**config.mk**
```make
export PLATFORM = sky130hd
export DESIGN_NAME = hit_map
export DESIGN_NICKNAME = d
export VERILOG_FILES = /design/src/design/crate_pkg.sv /design/src/design/hit_map.sv
export VERILOG_INCLUDE_DIRS = /design/src /design/src/design
export SDC_FILE = /design/constraint.sdc
export NUM_CORES = 1
export LEC_CHECK = 0
export ABC_AREA = 1
export CAP_MARGIN = 30
export CORE_AREA = 5 5 531 533
export DETAILED_ROUTE_END_ITERATION = 12
export DIE_AREA = 0 0 536 538
export DONT_BUFFER_PORTS = 1
export GPL_TIMING_DRIVEN = 1
export SLEW_MARGIN = 20
export SYNTH_ARGS = -nofsm -noshare
export SYNTH_HDL_FRONTEND = slang
export SYNTH_SLANG_ARGS = --single-unit
```
**constraint.sdc**
```tcl
create_clock -name clk -period 2.3 [get_ports clk]
set_input_delay 0.345 -clock clk [delete_from_list [all_inputs] [get_ports clk]]
set_output_delay 0.345 -clock clk [all_outputs]
set_load 0.05 [all_outputs]
```
**src/design/crate_params.svh**
```systemverilog
`ifndef CRATE_PARAMS_SVH
`define CRATE_PARAMS_SVH

// Channel words per collection cycle
`define CRATE_CHANNELS 16
`define CRATE_WORD_W 16

// Collection cycles per frame and counter width
`define CRATE_COLLECT_CYCLES 16
`define CRATE_COUNT_W 5

// Kept map window, decoded rows 19 to 36
`define CRATE_ROW_FIRST 19
`define CRATE_MAP_ROWS 18
`define CRATE_MAP_COLS 38

`define CRATE_SYNC_WORD 16'hAAAA

// Channel word fields
`define CRATE_HIT_VALID_BIT 12
`define CRATE_FIELD_W 6
`define CRATE_COL_LSB 6
`define CRATE_ROW_LSB 0

// Header fields
`define CRATE_FIBER_ID_W 10
`define CRATE_HEADER_FORMAT 11'd1
`define CRATE_HEADER_FLAG 1'b1

`endif

```
**src/design/crate_pkg.sv**
```systemverilog
`include "crate_params.svh"

package crate_pkg;

	// Frame sequencing states
	typedef enum logic [1:0]
	{
		IDLE,
		COLLECT,
		REPORT,
		CLEAR
	} frame_state_t;

	// One map row, bit index is the decoded column
	typedef logic [`CRATE_MAP_COLS-1:0] map_row_t;

	// Index 0 holds decoded row 19
	typedef map_row_t [`CRATE_MAP_ROWS-1:0] hit_map_t;

	// All channel words of one collection cycle
	typedef logic [`CRATE_CHANNELS-1:0][`CRATE_WORD_W-1:0] channel_words_t;

endpackage

```
**src/design/hit_map.sv**
```systemverilog
`timescale 1ns/1ns
`include "crate_params.svh"

module hit_map
	import crate_pkg::*;
(
	input  logic     clk,
	input  logic     rst,
	input  hit_map_t set_mask,
	input  logic     clear_map,
	input  logic     report,
	output hit_map_t map_rows
);

	hit_map_t map_q;

	// Accumulate hits until the frame is cleared
	always_ff @(posedge clk)
	begin
		if (rst || clear_map)
		begin
			map_q <= '0;
		end
		else
		begin
			map_q <= map_q | set_mask;
		end
	end

	// Rows visible only in the report cycle
	genvar r;
	generate
		for (r = 0; r < `CRATE_MAP_ROWS; r++)
		begin : g_row
			assign map_rows[r] = report ? map_q[r] : '0;
		end
	endgenerate

	a_cleared: assert property (@(posedge clk) disable iff (rst)
		clear_map |=> (map_q == '0));

	// Map must not move while it is being reported
	a_stable_in_report: assert property (@(posedge clk) disable iff (rst)
		report |-> (set_mask == '0));

endmodule

```
==> results of run 1 <==
## cell type report
cell class,instances,area [sq um]
Clock buffer,119,2630
Clock inverter,56,800
Antenna cell,148,370
Sequential cell,684,13700
Tap cell,3705,4640
Inverter,686,2570
Fill cell,31600,236000
Multi-Input combinational cell,2053,7720
Timing Repair Buffer,805,8080
## routing by layer
layer	vias to the layer above	wire length (um)	GRT usage [%]
li1	11800	-	-
met1	11700	99900	19.2
met2	1596	89600	21.0
met5	-	1930	0
met4	310	6830	3.45
met3	615	31900	9.36
## worst reg2reg max path, cell delays in order, from the launching register on
cell	delay (ps)
sky130_fd_sc_hd__dfxtp_1	550
sky130_fd_sc_hd__nor2_1	90
sky130_fd_sc_hd__nor2_1	100
## path summary, 6_finish.rpt
path                   start            end  slack (ps)  depth (start not counted)
hold reg to reg   map_q[173]     map_q[173]         480                          2
hold / removal     clear_map     map_q[385]         100                          3
setup / recovery      report  map_rows[534]         -10                          4
setup reg to reg   map_q[77]      map_q[77]        1490                          2
## cell families after synthesis
logic type,after synthesis,synth area share [%]
flops,684,53.4
simple gates,2053,30.1
buf+inv,837,16.6
## timing repair
action	CTS	global route
endpoints found under the hold margin	684	0
endpoints found under the setup margin	0	174
hold buffers	684	0
## report_power, final
group | total, mW | internal [mW] | switching (mW)
sequential | 13.0 | 12.4 | 0.520
clock | 16.4 | 10.0 | 6.35
combinational | 4.60 | 1.35 | 3.25
## per-stage QoR
step	power, mW	setup TNS (ps)	cells	hold WS (ps)	utilization (%)
final	33.9	-13.4	8256	100	14.7
after global routing	35.3	0	8187	78.8	14.6
after CTS	34.5	0	8103	33.3	14.5
after detailed placement	16.1	0	7244	468	10.8
after global placement	16.1	0	7244	461	10.8
after floorplan	15.6	0	3574	449	-
## layout by cell type, fill, tap and decap left out
cell type                       count
sky130_fd_sc_hd__buf_12            18
sky130_fd_sc_hd__buf_16             3
sky130_fd_sc_hd__buf_4             98
sky130_fd_sc_hd__bufinv_16         16
sky130_fd_sc_hd__clkbuf_1          12
sky130_fd_sc_hd__clkbuf_16        101
sky130_fd_sc_hd__clkbuf_8           8
sky130_fd_sc_hd__clkinv_2           9
sky130_fd_sc_hd__clkinv_4           6
sky130_fd_sc_hd__clkinv_8           2
sky130_fd_sc_hd__clkinvlp_4        10
sky130_fd_sc_hd__dfxtp_1          684
sky130_fd_sc_hd__diode_2          148
sky130_fd_sc_hd__dlygate4sd3_1    684
sky130_fd_sc_hd__inv_1            686
sky130_fd_sc_hd__inv_6             13
sky130_fd_sc_hd__nand2_1          684
sky130_fd_sc_hd__nand2_8            1
sky130_fd_sc_hd__nor2_1          1368
==> flow_summary.yaml, run 1 <==
place:
  finalWeightedCongestion: 0.808
  port-buffer-count: 0
  dpl.hpwl_um: 200000
  place_area_sq_um: 29700
  pre_cts_slack_ps: 663
layout:
  post_route_cells_drive_above_1_share_pct: 6.47
  largest_registers: "map_q x684"
  finalInstanceArea_sq_um: 40500
  layout-area-overhead-vs-synth_pct: 57.9
  largest-register: "map_q"
  final_nets: 5017
  largest_register_ff_count: 684
global_routing:
  initial_antenna_violation_count: 412
  grt_start_max_net_pins: 685
  grt_first_pass_wirelength_um: 275000
  globalRoute.totalOverflow: 0
  grt_pass1_vias: 23400
  grt_util_all_layers_pct: 15.0
logic_synthesis:
  synth_largest_area_cell: "sky130_fd_sc_hd__dfxtp_1"
  postSynthRegisterBits: 684
  ys_top_cells_by_area: "sky130_fd_sc_hd__dfxtp_1 (53%), sky130_fd_sc_hd__nor2_1 (20%), sky130_fd_sc_hd__inv_1 (10%)"
  share_of_the_synthesized_area_in_the_top_cell_type_pct: 53.4
  postSynth.asyncResetShare_pct: 0
  yosys.cell_types.count: 8
  total_number_of_yosys_warnings: 0
  synth_flop_cell: "sky130_fd_sc_hd__dfxtp_1"
  syn_nets: 4262
  synthTopCellsByCount: "sky130_fd_sc_hd__nor2_1 (1,368), sky130_fd_sc_hd__inv_1 (686), sky130_fd_sc_hd__dfxtp_1 (684), sky130_fd_sc_hd__nand2_1 (684), sky130_fd_sc_hd__buf_6 (146)"
  synth_enable_flop_cells: 0
  postSynthCellCount: 3574
  synth.most_common_cell: "sky130_fd_sc_hd__nor2_1"
  synth_area_sq_um: 25700
  synth.yosys.seq_area_share_pct: 53.4
  synthesis.area_per_instance_sq_um: 7.18
timing:
  finalWorstPathRequiredPeriod_ps: 2310
  hold_violations: 0
  fmax_mhz: 432
  max_slew.worst_pin.slew_ps: 849
  fin_crit_sh_pct: 101
  slew_headroom_pct: 43.4
  final-setup-viol-count: 1
  final-max-slew-violation-count: 0
  layout_setup_ws_ps: -13.4
  worst_clock_skew_ps: 0
  grt_setup_unrepaired: "no"
worst_setup_path:
  cp-start-kind: "input port"
  worst_ep_required_time_ps: 1960
  critPathMaxFanout: 164
  crit_path_cell_trace: "buf_16 -> clkbuf_16 -> nand2_1 -> inv_1"
  endpoint_kind: "output port"
  critical_path.top_delay_family: "buffers and inverters"
  timing.setup.critical_path_class: "input port to output port"
  cpPeakStageDelay_ps: 480
  crit_slowest_cell: "sky130_fd_sc_hd__clkbuf_16"
  crit_buf_inv: 3
  critical_path_arrival_ps: 1970
route:
  drt-total-wl_um: 230000
  drtAntennaViolNets: 0
  detailroute.via_count: 26000
  wl_per_cell_um: 27.9
  dr.pass1.iters: 6
  avgViaCountPerCell: 3.15
  drt_iter0_drc: 1952
  drc: 0
cts:
  htree_levels: 3
  cts_setup_buffers: 0
  clk_path_buf_depth: 4
  numClockSinks: 684
  tritoncts.num_buffers: 99
  cts_repair_resize_count: 0
  cts.reportedPaths.clkPinSlew_ps: 60
  cts_tree: "built"
  clockRootBuffer: "sky130_fd_sc_hd__clkbuf_16"
  clk-insertion-delay-late_ps: 790
floorplan:
  die_height_um: 538
  design.core.area_sq_um: 276000
  die_width_um: 536
  initial_core_utilization_pct: 9.29
  fp-row-count: 193
  io-pin-count: 1372
  die_footprint_sq_um: 288000
min_path:
  hold_path_class: "input port to register"
power_and_ir_drop:
  power.ir.vdd_worst_mv: 0.525
  p_leak_nw: 21.2
  pwr_density_cell_nw_per_um2: 837
status:
  outcome: "finished, violations left"
  violations_in_the_final_reports: "negative setup slack"
run:
  max_cap_viol_count: 0
(Power assumes the default switching activity.)
==> run 2, diff against run 1 <==
--- a/config.mk
+++ b/config.mk
@@ -13,6 +13,8 @@
 export DIE_AREA = 0 0 536 538
 export DONT_BUFFER_PORTS = 1
 export GPL_TIMING_DRIVEN = 1
+export REMOVE_ABC_BUFFERS = 1
+export SKIP_LAST_GASP = 1
 export SLEW_MARGIN = 20
 export SYNTH_ARGS = -nofsm -noshare
 export SYNTH_HDL_FRONTEND = slang
==> run 2 against run 1 <==
Against the previous run: the run now ends clean; via count is 1.1% lower; clock skew unchanged; count of clock-buffer cells in the layout is 1 lower; largest power group unchanged.
==> flow_summary.yaml, run 2 (same netlist as run 1, synthesis figures left out) <==
timing:
  final-max-slew-violation-count: 0
  fin_crit_sh_pct: 97.0
  final-setup-viol-count: 0
  grt_setup_unrepaired: "no"
  layout_setup_ws_ps: 69.6
  finalWorstPathRequiredPeriod_ps: 2230
  hold_violations: 0
  max_slew.worst_pin.slew_ps: 1050
  hold-worst-slack_ps: 90.7
  worst_clock_skew_ps: 0
  slew_headroom_pct: 29.9
  fmax_mhz: 448
place:
  port-buffer-count: 0
  pre_cts_slack_ps: 509
  place_area_sq_um: 29900
  finalWeightedCongestion: 0.872
  dpl.hpwl_um: 175000
power_and_ir_drop:
  pwr_density_cell_nw_per_um2: 817
  p_leak_nw: 21.3
  power.ir.vdd_worst_mv: 0.590
layout:
  post_route_cells_drive_above_1_share_pct: 7.10
  finalCoreUtilization_pct: 14.7
  final_common_cell: "sky130_fd_sc_hd__nor2_1"
  layout-area-overhead-vs-synth_pct: 58.0
  largest_register_ff_count: 684
  largest-register: "map_q"
  fillers: 31300
  finalInstanceArea_sq_um: 40500
  largest_registers: "map_q x684"
  final_nets: 5057
  leading_cell_types_in_the_layout_fill_and_taps_excluded: "sky130_fd_sc_hd__nor2_1 (1,368), sky130_fd_sc_hd__dlygate4sd3_1 (694), sky130_fd_sc_hd__inv_1 (686)"
route:
  wl_per_cell_um: 24.8
  drt_iter0_drc: 1765
  drc: 0
  dr.pass1.iters: 7
  drtAntennaViolNets: 0
  drt-total-wl_um: 206000
  avgViaCountPerCell: 3.10
  detailroute.via_count: 25700
worst_setup_path:
  timing.setup.critical_path_class: "input port to output port"
  setup.reg_to_reg.worst_slack_ps: 1070
  endpoint_kind: "output port"
  critPathMaxFanout: 181
  critical_path_arrival_ps: 1890
  cp-start-kind: "input port"
  worst_ep_required_time_ps: 1960
  worst_r2r_startpoint: "map_q[494]"
  reg2reg_to: "map_q[494]"
  r2r.worst_path.cells: 3
cts:
  clockRootBuffer: "sky130_fd_sc_hd__clkbuf_16"
  cts_tree: "built"
  tritoncts.num_buffers: 94
  cts.reportedPaths.clkPinSlew_ps: 60
  htree_levels: 3
  cts_setup_buffers: 0
  clk-insertion-delay-late_ps: 790
  clk_path_buf_depth: 4
  numClockSinks: 684
floorplan:
  initial_core_utilization_pct: 9.29
  die_height_um: 538
  design.core.area_sq_um: 276000
  die_footprint_sq_um: 288000
  io-pin-count: 1372
  fp-row-count: 193
  die_width_um: 536
global_routing:
  grt_start_max_net_pins: 685
  grt_first_pass_wirelength_um: 252000
  initial_antenna_violation_count: 360
  globalRoute.totalOverflow: 0
  grt_pass1_vias: 24000
  grt_util_all_layers_pct: 13.5
min_path:
  holdCritStartpoint: "clear_map"
  timing.hold.worst_endpoint: "map_q[182]"
  hold_path_class: "input port to register"
  hold_depth: 3
run:
  max_cap_viol_count: 0
status:
  outcome: "finished, final reports clean"
## run 2: stage by stage
stage          setup TNS [ps]  std cells  power (mW)
3_5_place_dp                0       7281        16.1
5_1_grt                     0       8222        34.5
3_3_place_gp                0       7281        16.1
6_report                    0       8292        33.1
4_1_cts                     0       8140        33.7
2_1_floorplan        -1168710       3423        15.3
## run 2: per-layer routing
layer  wire, um  up-vias  global-route usage, %
met4       9280      256                   5.18
met5       1620        -                      0
met1      84000    11400                   16.2
met3      28900      570                   7.95
met2      81800     1591                   19.5
li1           -    11800                      -
## run 2: final cells by class
| class | count | area [sq um] | area share [%] |
|---|---|---|---|
| Antenna cell | 149 | 373 | 0.920 |
| Sequential cell | 684 | 13700 | 33.8 |
| Tap cell | 3705 | 4640 | 11.4 |
| Clock inverter | 47 | 717 | 1.77 |
| Clock buffer | 118 | 2550 | 6.30 |
| Multi-Input combinational cell | 2053 | 7720 | 19.0 |
| Timing Repair Buffer | 850 | 8270 | 20.4 |
| Inverter | 686 | 2570 | 6.35 |
## run 2: power breakdown
group	total [mW]	switching (mW)	internal, mW
Sequential	12.9	0.471	12.4
Combinational	4.46	3.11	1.35
Clock	15.7	6.33	9.41
## run 2: critical path, cell delays in order
cell                      delay (ps)
sky130_fd_sc_hd__buf_16          440
sky130_fd_sc_hd__nand2_1         160
sky130_fd_sc_hd__inv_1           390
## run 2: worst max-delay path by stage
| stage | from | endpoint | slack (ps) | cells past startpoint |
|---|---|---|---|---|
| 6_report | report | map_rows[418] | 70 | 3 |
| 5_1_grt | map_q[601] | map_rows[601] | 20 | 2 |
| 4_1_cts | map_q[49] | map_rows[49] | 5 | 3 |
| 3_5_place_dp | report | map_rows[255] | 510 | 2 |
| 3_3_place_gp | report | map_rows[255] | 440 | 2 |
| 2_1_floorplan | clear_map | map_q[0] | -1710 | 3 |
## run 2: timing repair
item	4_1_cts	5_1_grt
hold endpoints to repair	684	0
setup endpoints to repair	6	0
hold buffers	694	0
gates resized for setup	6	0
