[src/design/crate_params.svh]
`ifndef CRATE_PARAMS_SVH
`define CRATE_PARAMS_SVH

// Channel words per collection cycle
`define CRATE_CHANNELS 16
`define CRATE_WORD_W 16

// Collection cycles per frame and counter width
`define CRATE_COLLECT_CYCLES 16
`define CRATE_COUNT_W 5

// Kept map window, decoded rows 19 to 36
`define CRATE_ROW_FIRST 19
`define CRATE_MAP_ROWS 18
`define CRATE_MAP_COLS 38

`define CRATE_SYNC_WORD 16'hAAAA

// Channel word fields
`define CRATE_HIT_VALID_BIT 12
`define CRATE_FIELD_W 6
`define CRATE_COL_LSB 6
`define CRATE_ROW_LSB 0

// Header fields
`define CRATE_FIBER_ID_W 10
`define CRATE_HEADER_FORMAT 11'd1
`define CRATE_HEADER_FLAG 1'b1

`endif

[src/design/crate_pkg.sv]
`include "crate_params.svh"

package crate_pkg;

	// Frame sequencing states
	typedef enum logic [1:0]
	{
		IDLE,
		COLLECT,
		REPORT,
		CLEAR
	} frame_state_t;

	// One map row, bit index is the decoded column
	typedef logic [`CRATE_MAP_COLS-1:0] map_row_t;

	// Index 0 holds decoded row 19
	typedef map_row_t [`CRATE_MAP_ROWS-1:0] hit_map_t;

	// All channel words of one collection cycle
	typedef logic [`CRATE_CHANNELS-1:0][`CRATE_WORD_W-1:0] channel_words_t;

endpackage

[src/design/frame_sequencer.sv]
`timescale 1ns/1ns
`include "crate_params.svh"

module frame_sequencer
	import crate_pkg::*;
(
	input  logic                     clk,
	input  logic                     rst,
	input  logic [`CRATE_WORD_W-1:0] fiber,
	output logic                     collect_en,
	output logic                     report,
	output logic                     clear_map,
	output map_row_t                 header
);

	localparam int COUNT_W = `CRATE_COUNT_W;
	localparam logic [COUNT_W-1:0] LAST_CYCLE = COUNT_W'(`CRATE_COLLECT_CYCLES - 1);

	frame_state_t         state;
	logic [COUNT_W-1:0]   cycle_cnt;
	logic                 sync_seen;
	map_row_t             header_next;

	assign sync_seen = (fiber == `CRATE_SYNC_WORD);

	// Flag, format, fiber id, sync pattern
	assign header_next = {
		`CRATE_HEADER_FLAG,
		`CRATE_HEADER_FORMAT,
		fiber[`CRATE_FIBER_ID_W-1:0],
		`CRATE_SYNC_WORD
	};

	always_ff @(posedge clk)
	begin
		if (rst)
		begin
			state <= IDLE;
			cycle_cnt <= '0;
		end
		else
		begin
			case (state)
				IDLE:
				begin
					cycle_cnt <= '0;
					// Sync only counts while idle
					if (sync_seen)
					begin
						state <= COLLECT;
					end
				end
				COLLECT:
				begin
					cycle_cnt <= cycle_cnt + 1'b1;
					if (cycle_cnt == LAST_CYCLE)
					begin
						state <= REPORT;
					end
				end
				REPORT:
				begin
					state <= CLEAR;
				end
				CLEAR:
				begin
					state <= IDLE;
				end
				default:
				begin
					state <= IDLE;
				end
			endcase
		end
	end

	// Header taken on the edge that leaves REPORT, shown for one cycle only
	always_ff @(posedge clk)
	begin
		if (rst)
		begin
			report <= 1'b0;
			header <= '0;
		end
		else
		begin
			report <= (state == REPORT);
			if (state == REPORT)
			begin
				header <= header_next;
			end
			else
			begin
				header <= '0;
			end
		end
	end

	assign collect_en = (state == COLLECT);
	assign clear_map = (state == CLEAR);

	a_report_single: assert property (@(posedge clk) disable iff (rst)
		report |=> !report);

endmodule

[config.mk]
export PLATFORM = sky130hd
export DESIGN_NAME = frame_sequencer
export DESIGN_NICKNAME = d
export VERILOG_FILES = /design/src/design/crate_pkg.sv /design/src/design/frame_sequencer.sv
export VERILOG_INCLUDE_DIRS = /design/src /design/src/design
export SDC_FILE = /design/constraint.sdc
export NUM_CORES = 1
export LEC_CHECK = 0
export ABC_AREA = 1
export BUFFER_PORTS_ARGS = -buffer_cell sky130_fd_sc_hd__buf_2
export CAP_MARGIN = 15
export CORE_AREA = 3 3 51 53
export DETAILED_ROUTE_END_ITERATION = 12
export DIE_AREA = 0 0 54 56
export PLACE_DENSITY = 0.88
export SYNTH_ARGS = -nofsm -noshare
export SYNTH_HDL_FRONTEND = slang
export SYNTH_SLANG_ARGS = --single-unit
[constraint.sdc]
create_clock -name clk -period 2.1 [get_ports clk]
set_input_delay 0.42 -clock clk [delete_from_list [all_inputs] [get_ports clk]]
set_output_delay 0.42 -clock clk [all_outputs]
set_load 0.1 [all_outputs]
==> run_results.csv, run 1 <==
group,metric,value,unit
outcome,status,"finished, final reports clean",
logic_synthesis,yosys_warnings,0,
routing,wl_per_cell,8.79,um
sta,setup_tns,0,ps
sta,fmax,518,MHz
worst_setup_path,worst_path_max_delay_cell,"buf_2",
logic_synthesis,synthArstFlopShare,0,
clock_network,insertion_delay,300,ps
cells_and_area,antenna_cells,0,
logic_synthesis,yosys.cell_count.top_type,"buf_4",
routing,drt-initial-drc-count,1,
logic_synthesis,netlist_area,986,sq um
clock_network,cts_buffer_depth,2,
clock_network,cts_buffers,3,
routing,via_count,782,
logic_synthesis,synth-edff-count,0,
global_route,first_global_vias,647,
worst_setup_path,r2r_setup_slack,580,ps
routing,route.detailed.drc,0,
logic_synthesis,ys_ff_latch,18,
clock_network,cts_sinks,18,
worst_setup_path,worstPathMaxFanout,5,
logic_synthesis,synth_top_area_share,0.365,
worst_setup_path,worstReg2RegStart,"cycle_cnt[0]$_SDFFE_PP0P_",
clock_network,post_cts_buffers,0,
floorplan,fp.dieArea,3020,sq um
worst_setup_path,path_cells,"inv_1 > ha_1 > buf_2",
power_and_ir_drop,leakagePower,0.670,nW
hold_path,min_to,"header[16]$_SDFF_PP0_",
worst_setup_path,crit_path_end_kind,"output port",
routing,dr.pass1.iters,4,
global_route,track_usage,0.109,
placement,gp_congestion,0.711,
clock_network,postCtsResizedCells,0,
routing,ant_nets,0,
worst_setup_path,worstSetupStartpointType,"flop",
floorplan,initial_core_util,0.450,
floorplan,io_pins,59,
hold_path,worst_hold_path.num_cells,3,
power_and_ir_drop,ir_drop,0.000770,V
cells_and_area,layout-drive-gt1-share,0.293,
worst_setup_path,slowest_delay,470,ps
sta,layout_min_cycle_time,1930,ps
worst_setup_path,reg2reg_depth,6,
sta,slew_viol_final,0,
placement,dp_hpwl,1.35,mm
worst_setup_path,cp.required,1680,ps
placement,numPortBuffers,40,
sta,hold_violations,0,
global_route,grt_pass1_wl,2.44,mm
sta,rsz0062_at_grt,"false",
global_route,overflow,0,
floorplan,die_w,54,um
logic_synthesis,synth_cell_types,16,
routing,viasPerCell,4.07,
sta,fin_crit_sh,0.920,
clock_network,htree_levels,1,
floorplan,die_y,56,um
logic_synthesis,synthTopCellsByArea,"dfxtp_1 37%, buf_4 21%, nor2_1 9.1%",
floorplan,core,2190,sq um
clock_network,postCtsHoldBufs,0,
logic_synthesis,synthCells,132,
logic_synthesis,syn_area_per_cell,7.47,sq um
cells_and_area,nets,190,
worst_setup_path,cp.arrival,1510,ps
clock_network,cts_tree,"built",
sta,skew,10.6,ps
cells_and_area,final_core_util,0.505,
logic_synthesis,yosysSeqAreaShare,0.365,
floorplan,rows,17,
logic_synthesis,synth_top_area_cell,"dfxtp_1",
logic_synthesis,netlist_top_cells_count,"28 x buf_4, 24 x nor2_1, 18 x dfxtp_1, 18 x inv_1, 17 x nand2_1",
logic_synthesis,ys.flop_type,"dfxtp_1",
clock_network,path_clk_slew,110,ps
sta,setup_violations,0,
hold_path,hold_class,"input port to flop",
clock_network,ctsRootBufferMaster,"clkbuf_4",
power_and_ir_drop,power_density,1500,nW/um^2
worst_setup_path,r2r_end,"state[1]$_SDFFE_PP0P_",
global_route,grt_max_degree,12,
routing,wirelength,1.69,mm
global_route,antenna_found_initial,0,
worst_setup_path,path_class,"flop to output port",
cells_and_area,synthToLayoutAreaGrowth,12.2,%
job,maxCapViolCount,0,
hold_path,min-delay-start,"fiber[0]",
-- flip-flops by register name (all words and copies together) (netlist names) --
signal / flops
cycle_cnt: 5
header: 11
state: 2
-- power breakdown --
group,leakage (nW),internal (mW),switching [mW]
Clock,0.0210,0.106,0.111
Sequential,0.146,0.386,0.0311
Combinational,0.503,0.134,0.886
Total,0.670,0.626,1.03
-- worst max-delay path, delay by kind of cell (launching register included) --
kind,cells,cell delay [ps]
adder cells (fa/ha/maj),1,270
buffers and inverters,2,580
flip-flops,1,360
-- cells in the final DEF, fill, tap and decap left out, types with 3 or more instances in the layout --
master | netlist | routed
dfxtp_1 | 18 | 18
inv_2 | 3 | 3
conb_1 | 1 | 18
clkbuf_4 | 0 | 3
inv_1 | 18 | 18
nand2_1 | 17 | 17
nand3_1 | 3 | 3
buf_2 | 1 | 40
a21oi_1 | 7 | 7
nor2_1 | 24 | 24
ha_1 | 7 | 7
-- worst max-delay path by stage --
stage                          start               endpoint  slack [ps]
2_1_floorplan  state[1]$_SDFFE_PP0P_  state[0]$_SDFFE_PP0P_         150
3_3_place_gp   state[1]$_SDFFE_PP0P_             collect_en         580
3_5_place_dp   state[1]$_SDFFE_PP0P_             collect_en         540
4_1_cts        state[1]$_SDFFE_PP0P_             collect_en         180
5_1_grt        state[1]$_SDFFE_PP0P_             collect_en         110
6_report       state[1]$_SDFFE_PP0P_             collect_en         170
-- layout make-up --
cell class,instances,area (sq um)
Multi-Input combinational cell,81,395
Inverter,21,78.8
Tap cell,28,35.0
Sequential cell,18,360
Clock buffer,4,36.3
Timing Repair Buffer,40,200
Fill cell,234,1080
-- per-layer routing --
layer,global-route usage,share of wire,vias to the layer above
met5,0,0,-
met4,0.0747,0.027,0
met3,0.0161,0.10,5
met2,0.190,0.48,40
met1,0.113,0.39,329
li1,-,-,408
-- cell families after synthesis --
| group | share of synthesized area |
|---|---|
| compound gates | 0.0508 |
| flops | 0.365 |
| fa+ha+maj | 0.0888 |
| buf+inv | 0.298 |
| other cells | 0.00380 |
| simple gates | 0.193 |
-- metrics by stage --
stage	total power, mW	hold slack (ps)	instances	instance area (sq um)	setup slack [ps]
final	1.65	330	192	1110	169
after global routing	1.72	334	192	1110	110
after CTS	1.66	334	192	1110	180
after detailed placement	1.44	456	188	1070	542
after global placement	1.43	450	188	1070	577
after floorplan	1.41	425	149	1050	150
(Power assumes the default switching activity.)
==> inputs of run 2 (changes only) <==
--- a/config.mk
+++ b/config.mk
@@ -9,10 +9,10 @@
 export ABC_AREA = 1
 export BUFFER_PORTS_ARGS = -buffer_cell sky130_fd_sc_hd__buf_2
 export CAP_MARGIN = 15
-export CORE_AREA = 3 3 51 53
+export CORE_AREA = 3 3 59 47
 export DETAILED_ROUTE_END_ITERATION = 12
-export DIE_AREA = 0 0 54 56
-export PLACE_DENSITY = 0.88
+export DIE_AREA = 0 0 62 50
+export PLACE_DENSITY = 0.86
 export SYNTH_ARGS = -nofsm -noshare
 export SYNTH_HDL_FRONTEND = slang
 export SYNTH_SLANG_ARGS = --single-unit
==> constraint.sdc (replaced) <==
create_clock -name clk -period 2.1 [get_ports clk]
set_input_delay 0.42 -clock clk [delete_from_list [all_inputs] [get_ports clk]]
set_output_delay 0.42 -clock clk [all_outputs]
set_load 0.005 [all_outputs]
==> run_results.csv, run 2 (synthesis gave the netlist of run 1 again) <==
group,metric,value,unit
outcome,status,"finished, final reports clean",
global_route,antenna_found_initial,0,
clock_network,insertion_delay,300,ps
routing,viasPerCell,4.00,
job,maxCapViolCount,0,
routing,wl_met1,717,um
routing,highest_layer,"met4",
routing,dr.pass1.iters,4,
power_and_ir_drop,p_sw,0.318,mW
worst_setup_path,worst_path_max_delay_cell,"dfxtp_1",
clock_network,ctsRootBufferMaster,"clkbuf_4",
routing,wirelength,1.73,mm
floorplan,fp.dieArea,3100,sq um
worst_setup_path,crit_path_end_kind,"output port",
sta,setup_violations,0,
cells_and_area,nets,190,
clock_network,htree_levels,1,
worst_setup_path,r2r_setup_slack,630,ps
cells_and_area,largestRegisters,"header (11), cycle_cnt (5), state (2)",
floorplan,die_y,50,um
sta,fmax,597,MHz
placement,gp_congestion,0.820,
worst_setup_path,cp.arrival,1260,ps
worst_setup_path,slowest_delay,430,ps
worst_setup_path,path_class,"flop to output port",
worst_setup_path,worstPathMaxFanout,5,
floorplan,core,2270,sq um
hold_path,hold_class,"input port to flop",
clock_network,post_cts_buffers,0,
routing,wl_met3,180,um
power_and_ir_drop,ir_drop,0.000206,V
clock_network,cts_sinks,18,
cells_and_area,final_core_util,0.490,
cells_and_area,layout-drive-gt1-share,0.293,
routing,ant_nets,0,
clock_network,postCtsHoldBufs,0,
sta,slew_viol_final,0,
clock_network,postCtsResizedCells,0,
global_route,track_usage,0.121,
cells_and_area,largest_reg_flops,11,
cells_and_area,top_register,"header",
worst_setup_path,worstSetupStartpointType,"flop",
cells_and_area,synthToLayoutAreaGrowth,12.9,%
power_and_ir_drop,leakagePower,0.670,nW
floorplan,initial_core_util,0.434,
clock_network,cts_tree,"built",
power_and_ir_drop,p_comb_frac,0.322,
power_and_ir_drop,pwr-share-clk,0.231,
global_route,first_global_vias,669,
power_and_ir_drop,seqPwrFrac,0.446,
worst_setup_path,path_cells,"inv_1 > ha_1 > buf_2",
sta,setup_tns,0,ps
global_route,grt_max_degree,12,
floorplan,io_pins,59,
cells_and_area,layout_common_cells,"40 x buf_2, 24 x nor2_1, 18 x inv_1, 18 x conb_1, 18 x dfxtp_1",
power_and_ir_drop,power_density,846,nW/um^2
clock_network,cts_buffers,3,
global_route,grt_pass1_wl,2.75,mm
routing,wl_per_cell,8.73,um
cells_and_area,antenna_cells,0,
sta,hold_violations,0,
power_and_ir_drop,p_int,0.624,mW
floorplan,die_w,62,um
sta,layout_min_cycle_time,1680,ps
sta,skew,5.23,ps
routing,drt-initial-drc-count,10,
global_route,overflow,0,
clock_network,path_clk_slew,110,ps
routing,route.detailed.drc,0,
routing,via_count,792,
placement,dp_hpwl,1.38,mm
sta,rsz0062_at_grt,"false",
sta,fin_crit_sh,0.798,
placement,numPortBuffers,40,
cells_and_area,final_common_cell,"buf_2",
clock_network,cts_buffer_depth,2,
power_and_ir_drop,swShare,0.338,
floorplan,rows,15,
worst_setup_path,cp.required,1680,ps
routing,met2WireLength,798,um
-- run 2: final cells by class --
class	instances	area, sq um
Clock buffer	4	36.3
Fill cell	238	1160
Multi-Input combinational cell	81	395
Sequential cell	18	360
Tap cell	34	42.5
Inverter	21	78.8
Timing Repair Buffer	40	200
-- run 2: power by group through the flow --
| stage | Clock [mW] | Combinational (mW) | Sequential [mW] |
|---|---|---|---|
| floorplan | 0 | 0.257 | 0.429 |
| global placement | 0 | 0.296 | 0.425 |
| detailed placement | 0 | 0.302 | 0.428 |
| CTS | 0.221 | 0.305 | 0.421 |
| global route | 0.244 | 0.350 | 0.427 |
| finish | 0.218 | 0.304 | 0.420 |
-- run 2: per-layer routing --
layer / track usage / vias to the layer above
li1: - / 409
met4: 0.0636 / 0
met5: 0 / -
met2: 0.193 / 43
met3: 0.0314 / 5
met1: 0.143 / 335
-- run 2: per-stage QoR --
step | worst slack, ps | instance area [sq um] | cells | power, mW | hold slack, ps
4_1_cts | 437 | 1110 | 198 | 0.947 | 332
6_report | 424 | 1110 | 198 | 0.942 | 330
2_1_floorplan | 707 | 1050 | 149 | 0.685 | 425
3_3_place_gp | 680 | 1080 | 194 | 0.721 | 452
3_5_place_dp | 640 | 1080 | 194 | 0.730 | 453
5_1_grt | 361 | 1110 | 198 | 1.02 | 320
-- run 2: worst max-delay path: cells and delay by family, from the launching register on --
| family | cells | cell delay, ps |
|---|---|---|
| buffers and inverters | 2 | 270 |
| adder cells (fa/ha/maj) | 1 | 270 |
| flip-flops | 1 | 430 |
-- run 2: worst paths after layout --
kind                             start                         to  depth (start not counted)
max              state[1]$_SDFFE_PP0P_                 collect_en                          3
min                           fiber[0]      header[16]$_SDFF_PP0_                          3
max reg2reg  cycle_cnt[0]$_SDFFE_PP0P_      state[1]$_SDFFE_PP0P_                          6
min reg2reg  cycle_cnt[3]$_SDFFE_PP0P_  cycle_cnt[3]$_SDFFE_PP0P_                          1
